`src/hw/pm_defs.svh`:
```
`ifndef PM_DEFS_SVH
`define PM_DEFS_SVH

`define PM_ADR_BITS   8     // Program address bits, 256 words
`define PM_DAT_BITS   32    // Data and instruction word bits
`define PM_REGS       4     // General registers r0 to r3
`define PM_FIFO_DEPTH 4     // Output FIFO entries, power of two

`endif

```
`src/hw/pm_pkg.sv`:
```
`include "pm_defs.svh"

package pm_pkg;

    typedef logic [`PM_ADR_BITS-1:0]      pm_adr_t;      // Program address
    typedef logic [`PM_DAT_BITS-1:0]      pm_word_t;     // Data and instruction word
    typedef logic [$clog2(`PM_REGS)-1:0]  pm_reg_sel_t;  // Register index
    typedef logic [15:0]                  pm_imm_t;      // Immediate field

    // Unlisted codes execute as NOP
    typedef enum logic [3:0]
    {
        NOP  = 4'h0,
        LDI  = 4'h1,    // Zero-extended immediate load
        ADDI = 4'h2,    // Sign-extended immediate add
        ADD  = 4'h3,
        SUB  = 4'h4,
        XOR  = 4'h5,
        JNZ  = 4'h6,    // Jump when dst nonzero
        OUT  = 4'h7,    // Push dst to result FIFO
        HALT = 4'h8
    } pm_opcode_e;

    typedef enum logic [2:0]
    {
        IDLE,
        FETCH,          // Address on ROM
        DECODE,         // ROM data valid, latch instruction
        EXEC,
        PUSH            // Wait for FIFO space
    } pm_state_e;

    typedef struct packed
    {
        pm_opcode_e  opcode;    // Bits 31:28
        pm_reg_sel_t dst;       // Bits 27:26
        pm_reg_sel_t src;       // Bits 25:24
        logic [7:0]  rsvd;      // Bits 23:16, ignored
        pm_imm_t     imm;       // Bits 15:0
    } pm_instr_t;

    typedef struct packed
    {
        logic     first;        // First word of a program
        logic     last;         // Last word, triggers run
        pm_word_t dat;
    } pm_init_beat_t;

    typedef struct packed
    {
        logic     clr;          // Restart write pointer at zero
        logic     we;           // Write strobe
        pm_word_t dat;
    } pm_rom_wr_t;

endpackage

```
`src/hw/pm_out_fifo.sv`:
```
`timescale 1ns/1ns

`include "pm_defs.svh"

module pm_out_fifo
(
    input  logic             CLK_IN,
    input  logic             reset,
    input  pm_pkg::pm_word_t push_dat,      // From sequencer
    input  logic             push_valid,
    output logic             push_ready,    // Not full
    output pm_pkg::pm_word_t res_dat,       // Head of queue
    output logic             res_valid,     // Not empty
    input  logic             res_ready
);

    typedef logic [$clog2(`PM_FIFO_DEPTH)-1:0] ptr_t;
    typedef logic [$clog2(`PM_FIFO_DEPTH):0]   cnt_t;  // One extra bit for full

    pm_pkg::pm_word_t mem [`PM_FIFO_DEPTH];
    ptr_t             wr_ptr;
    ptr_t             rd_ptr;
    cnt_t             cnt;                  // Occupancy
    logic             push;
    logic             pop;

    assign push_ready = (cnt != cnt_t'(`PM_FIFO_DEPTH));
    assign res_valid  = (cnt != '0);
    assign res_dat    = mem[rd_ptr];

    assign push = push_valid && push_ready;
    assign pop  = res_valid && res_ready;

    // Pointers and count
    always_ff @(posedge CLK_IN)
    begin
        if (reset)
        begin
            wr_ptr <= '0;
            rd_ptr <= '0;
            cnt    <= '0;
        end
        else
        begin
            if (push)
                wr_ptr <= wr_ptr + ptr_t'(1);   // Wraps, depth is power of two
            if (pop)
                rd_ptr <= rd_ptr + ptr_t'(1);
            case ({push, pop})
                2'b10:   cnt <= cnt + cnt_t'(1);
                2'b01:   cnt <= cnt - cnt_t'(1);
                default: cnt <= cnt;            // Idle or simultaneous
            endcase
        end
    end

    // Storage
    always_ff @(posedge CLK_IN)
    begin
        if (push)
            mem[wr_ptr] <= push_dat;
    end

endmodule

```
`config.mk`:
```
export PLATFORM = sky130hd
export DESIGN_NAME = pm_out_fifo
export DESIGN_NICKNAME = d
export VERILOG_FILES = /design/src/hw/pm_pkg.sv /design/src/hw/pm_out_fifo.sv
export VERILOG_INCLUDE_DIRS = /design/src /design/src/hw
export SDC_FILE = /design/constraint.sdc
export NUM_CORES = 1
export LEC_CHECK = 0
export CAP_MARGIN = 30
export CORE_UTILIZATION = 40
export DETAILED_ROUTE_END_ITERATION = 8
export DONT_BUFFER_PORTS = 1
export REMOVE_ABC_BUFFERS = 1
export SYNTH_ARGS = -nofsm -noshare
export SYNTH_HDL_FRONTEND = slang
export SYNTH_SLANG_ARGS = --single-unit
```
`constraint.sdc`:
```
create_clock -name CLK_IN -period 2.25 [get_ports CLK_IN]
set_input_delay 0.3375 -clock CLK_IN [delete_from_list [all_inputs] [get_ports CLK_IN]]
set_output_delay 0.3375 -clock CLK_IN [all_outputs]
set_load 0.02 [all_outputs]
```
---- Yosys cells after proc, flatten, opt, wreduce, memory -nomap -nowiden ----
Memories as Yosys holds them, arrays and structs flattened. A register that Yosys moved wholly into a read port is not among the register bits.
Cells that the tools add are included.
W data, S select, Z words.
cells by class
  reduce and logical (&&, ||, !) cells .... 4
  $lt $le $gt $ge ......................... 0
  equality and inequality tests ........... 3
  $add $sub $neg .......................... 4
  mux-type cells .......................... 5
  multipliers ............................. 0
  shift operators ......................... 0
  bitwise logic cells ..................... 0
  divide/modulo/power cells ............... 0
operator list
  cell                   number
  $pmux W3 S2            1
  $add A2 B1 Y2 const B  2
  $mux W2                2
  $add A3 B1 Y3 const B  1
  $ne A3 B3 Y1 const B   1
  $reduce_bool A3 Y1     1
  $sub A3 B1 Y3 const B  1
  $eq A2 B1 Y1 const B   1
  $eq A2 B2 Y1 const B   1
  $logic_and A1 B1 Y1    2
  $mux W1                2
  $reduce_bool A2 Y1     1
storage, ports and cells
  register bits ........................... 7
  output and inout port bits .............. 34
  bits of input ports ..................... 36
  latch bits .............................. 0
  memories kept ........................... 1
  ROM bits ................................ 0
  bits in writable memories ............... 128
  word-level logic and storage cells ...... 20
memory list
  name  depth  width  rd ports  clocked after Yosys merged registers in  wr ports  line               source
  mem   4      32     1         1                                        1         pm_out_fifo.sv:20  pm_pkg::pm_word_t mem [`PM_FIFO_DEPTH];

---- Longest topological paths before layout ----
  depth in word-level cells ............... 4
  mapped depth ............................ 9
  depth with buffers taken out ............ 9

---- Least setup slack after synthesis ----
Ideal clock, no wire load.
  kind .................................... reg-to-reg
  from .................................... register cnt[0]
  to ...................................... memory mem[0][0] (netlist bit), enable pin
  buffers on the path ..................... 0
  data arrival time ....................... 1,544 ps
  library setup time ...................... 392 ps
  data required time ...................... 1,858 ps
  setup slack ............................. 314 ps
  clock period less this slack ............ 1,936 ps
  cell stages (with the launch flop) ...... 4
  path through ............................ dfxtp_1 nor2_1 a21boi_2 and2_1
between the ends
  cells in the longest elaborated chain, start to end .. 4
ends and longest elaborated chain
  element                        line               source
  from (decl)                    pm_out_fifo.sv:23  cnt_t cnt;
  from (signal assigned)         pm_out_fifo.sv:50  2'b10: cnt <= cnt + cnt_t'(1);
  from (signal assigned)         pm_out_fifo.sv:51  2'b01: cnt <= cnt - cnt_t'(1);
  from (signal assigned)         pm_out_fifo.sv:52  default: cnt <= cnt;
  $ne A3 B3 Y1                   pm_out_fifo.sv:27  assign push_ready = (cnt != cnt_t'(`PM_FIFO_DEPTH));
  $logic_and A1 B1 Y1            pm_out_fifo.sv:31  assign push = push_valid && push_ready;
  $mux W1                        pm_out_fifo.sv:60  if (push)
  $mux W1 (implied by the code)  pm_out_fifo.sv:61  mem[wr_ptr] <= push_dat;
  to (decl)                      pm_out_fifo.sv:20
No other way between the ends.

---- Final worst setup path ----
  from .................................... register cnt[1]
  to ...................................... register cnt[2]
between the ends
  cells in the longest elaborated chain, start to end .. 4
  elaborated cells on any way between the ends .. 10
  those cells by class .................... 2 x add/sub; 3 x eq/ne; 1 x mux; 4 x reduce/logical
ends and longest elaborated chain
  element                                                    line                                  source
  $ne A3 B3 Y1 / $reduce_bool A3 Y1 (equally long branches)  pm_out_fifo.sv:27, pm_out_fifo.sv:28
  $logic_and A1 B1 Y1, on equally long branches              pm_out_fifo.sv:31, pm_out_fifo.sv:32
  $eq A2 B1 Y1 / $eq A2 B2 Y1 (equally long branches)        pm_out_fifo.sv:49                     case ({push, pop})
  $pmux W3 S2 / $reduce_bool A2 Y1 (equally long branches)   n/a
Parallel ways exist; a longest one is shown, timed or not.
A chain may end at the register's enable or synchronous reset.

==> results.txt <==
Status = complete, no violations
Mapped Cells = 219
Synth top area cells = edfxtp_1 (75%), mux4_2 (13%), dfxtp_1 (3.5%), ha_1 (1.2%), buf_12 (1.2%)
CTS tree = yes
Antenna Cells = 0
Worst-path clk slew = 0.06 ns
Die area = 0.0133 mm2
Num rows = 41
Boundary pin count = 70
Initial Utilization = 40.9%
Initial antenna violation count = 0
Die width = 115 um
P&R area growth vs syn = 25.0%
Final Skew = 0.00695 ns
Clk sinks = 137
First-pass GRT wire length = 13.1 mm
Core ar. = 0.0126 mm2
RSZ-0062 raised after global routing = no
Global Route Usage Sum = 14.5%
Vias in the first global route = 2,375
Sequential share of the synthesized area = 78.4%
Max Fanout on Critical Path = 7
CTS Buffer Depth = 2
Post-Syn Area = 0.00513 mm2
FMAX = 487 MHz
# Post-CTS Setup Buffers = 0
Drt drc = 0
Setup ws final = 0.198 ns
Port Buffers = 0
Layout Cells excl Fill = 458
CP endpoint kind = flop
Total grt overflow = 0
Finished Core Util = 51.1%
Hold Vio Cnt, Final = 0
First-pass DRT Iterations = 4
Vias per cell = 4.86
Vias = 2,227
Die height = 115 um
Most common cell in the synthesized netlist = edfxtp_1
Worst-Skew Late Latency = 0.42 ns
Top-area cell type share of the netlist area = 74.9%
Final Max Tran Viols = 0
Nets@finish = 315
Yosys top cell by area = edfxtp_1
Synth warnings = 0
Mean Syn Cell Area = 23.4 um2
Filler cells = 1,001
Critical path launch point type = flop
Post-synth top cells = edfxtp_1 (128), mux4_2 (30), dfxtp_1 (9), nor2_1 (9), inv_1 (6)
Tcrit/Tclk final = 91.2%
Synth Flop Type = edfxtp_1
Placed insts = 393
WL per Instance = 18.7 um
H-Tree Depth = 4
Worst Hold Class = input port to flop
Largest net degree at the start of global routing = 33
EDFF count, synth = 128
CP Class = flop to flop
CP required = 2.60 ns
Routed WL = 8.58 mm
Num CTS Buffers = 17
Fin crit period = 2.05 ns
Power Density = 1210 mW/mm2
DP Wirelength = 5.24 mm
DR iter-0 viols = 127
Crit path DAT = 2.40 ns
ANT nets after route = 0
Async set-reset flop share out of synthesis = 0%
Worst Max-Slew Pin Slew = 0.485 ns
Worst VDD drop = 0.547 mV
Post-synth cell types = 25
Synth Register Bits = 137
Placer Congestion = 0.721
Clk root buf = clkbuf_16
Slew headroom = 67.3%
Max-Cap Viols = 0
Finish-stage setup viols = 0
Proportion of layout cells with a drive suffix above 1 = 26.6%
Pleak = 2.07 nW
Pre-CTS WS = 0.210 ns
==> final cells by class <==
type                            count  area, um2  share of cell area [%]
Clock buffer                       17        425                    6.63
Timing Repair Buffer               43        518                    8.07
Clock inverter                     15        206                    3.22
Sequential cell                   137       4030                    62.7
Multi-Input combinational cell     68       1000                    15.6
Tap cell                          172        215                    3.35
Inverter                            6       22.5                   0.351
==> path summary, 6_finish.rpt <==
path             start   endpoint  slack [ns]  depth (start not counted)
min reg2reg  wr_ptr[1]  wr_ptr[1]        0.53                          2
max             cnt[1]     cnt[2]        0.20                          9
min              reset  wr_ptr[1]        0.11                          2
max reg2reg     cnt[1]     cnt[2]        0.20                          9
==> per-layer routing <==
layer | track usage [%] | share of wire [%] | vias to the layer above
met5 | 0 | 0 | -
met4 | 6.75 | 1.7 | 0
met3 | 6.85 | 6.2 | 13
met2 | 21.9 | 48 | 60
met1 | 17.7 | 44 | 1144
li1 | - | - | 1010
==> where the power goes <==
part / internal (W) / switching (W)
Combinational: 0.000688 / 0.000973
Clock: 0.00194 / 0.000985
Sequential: 0.00308 / 0.0000894
==> what timing repair did <==
| action | CTS | global route |
|---|---|---|
| hold buffers | 33 | 0 |
| resized for setup | 0 | 0 |
| hold endpoints to repair | 135 | 0 |
==> cells by family (layout without fill, tap and decap cells) <==
| group | count (synthesis) | count (layout) | synth area share (%) |
|---|---|---|---|
| multiplexers | 34 | 34 | 14.6 |
| AO/OA/AOI/OAI | 6 | 6 | 0.853 |
| adder cells (fa/ha/maj) | 6 | 6 | 1.61 |
| flip-flops | 137 | 137 | 78.4 |
| XOR/XNOR | 4 | 4 | 0.682 |
| buffers and inverters | 14 | 81 | 2.19 |
| AND/OR/NAND/NOR | 18 | 18 | 1.71 |
==> per-stage QoR <==
stage	TNS, ns	total power, W	hold slack [ns]	cell area [um2]
after floorplan	-7.77	0.00445	0.407	5040
after global placement	0	0.00485	0.408	5460
after detailed placement	0	0.00486	0.411	5460
after CTS	0	0.00787	0.0926	6420
after global routing	0	0.00810	0.0967	6420
final	0	0.00776	0.106	6420
==> placed cells by master, fill, tap and decap left out, types with 3 or more instances in the layout <==
master	instances
and2_2	4
buf_12	9
bufinv_16	5
clkbuf_16	17
clkinv_1	4
clkinvlp_4	3
dfxtp_1	7
dlygate4sd3_1	33
edfxtp_1	128
ha_1	5
inv_1	6
mux4_2	30
nor2_1	9
xor2_1	3
==> registers in the layout, summed over array words and instances, names as in the netlist, named ones only <==
name    flops
rd_ptr      2
mem       128
cnt         3
wr_ptr      2
==> critical path, cell delays in order, from the launching register on <==
cell and delay, ns:
dfxtp_1 0.35, nor2_1 0.18, a21boi_2 0.13, inv_1 0.08
ha_1 0.19, inv_1 0.06, fa_1 0.38, xor2_1 0.16
or3_1 0.31, a21oi_1 0.14
Power figures use the tool's default switching activity.
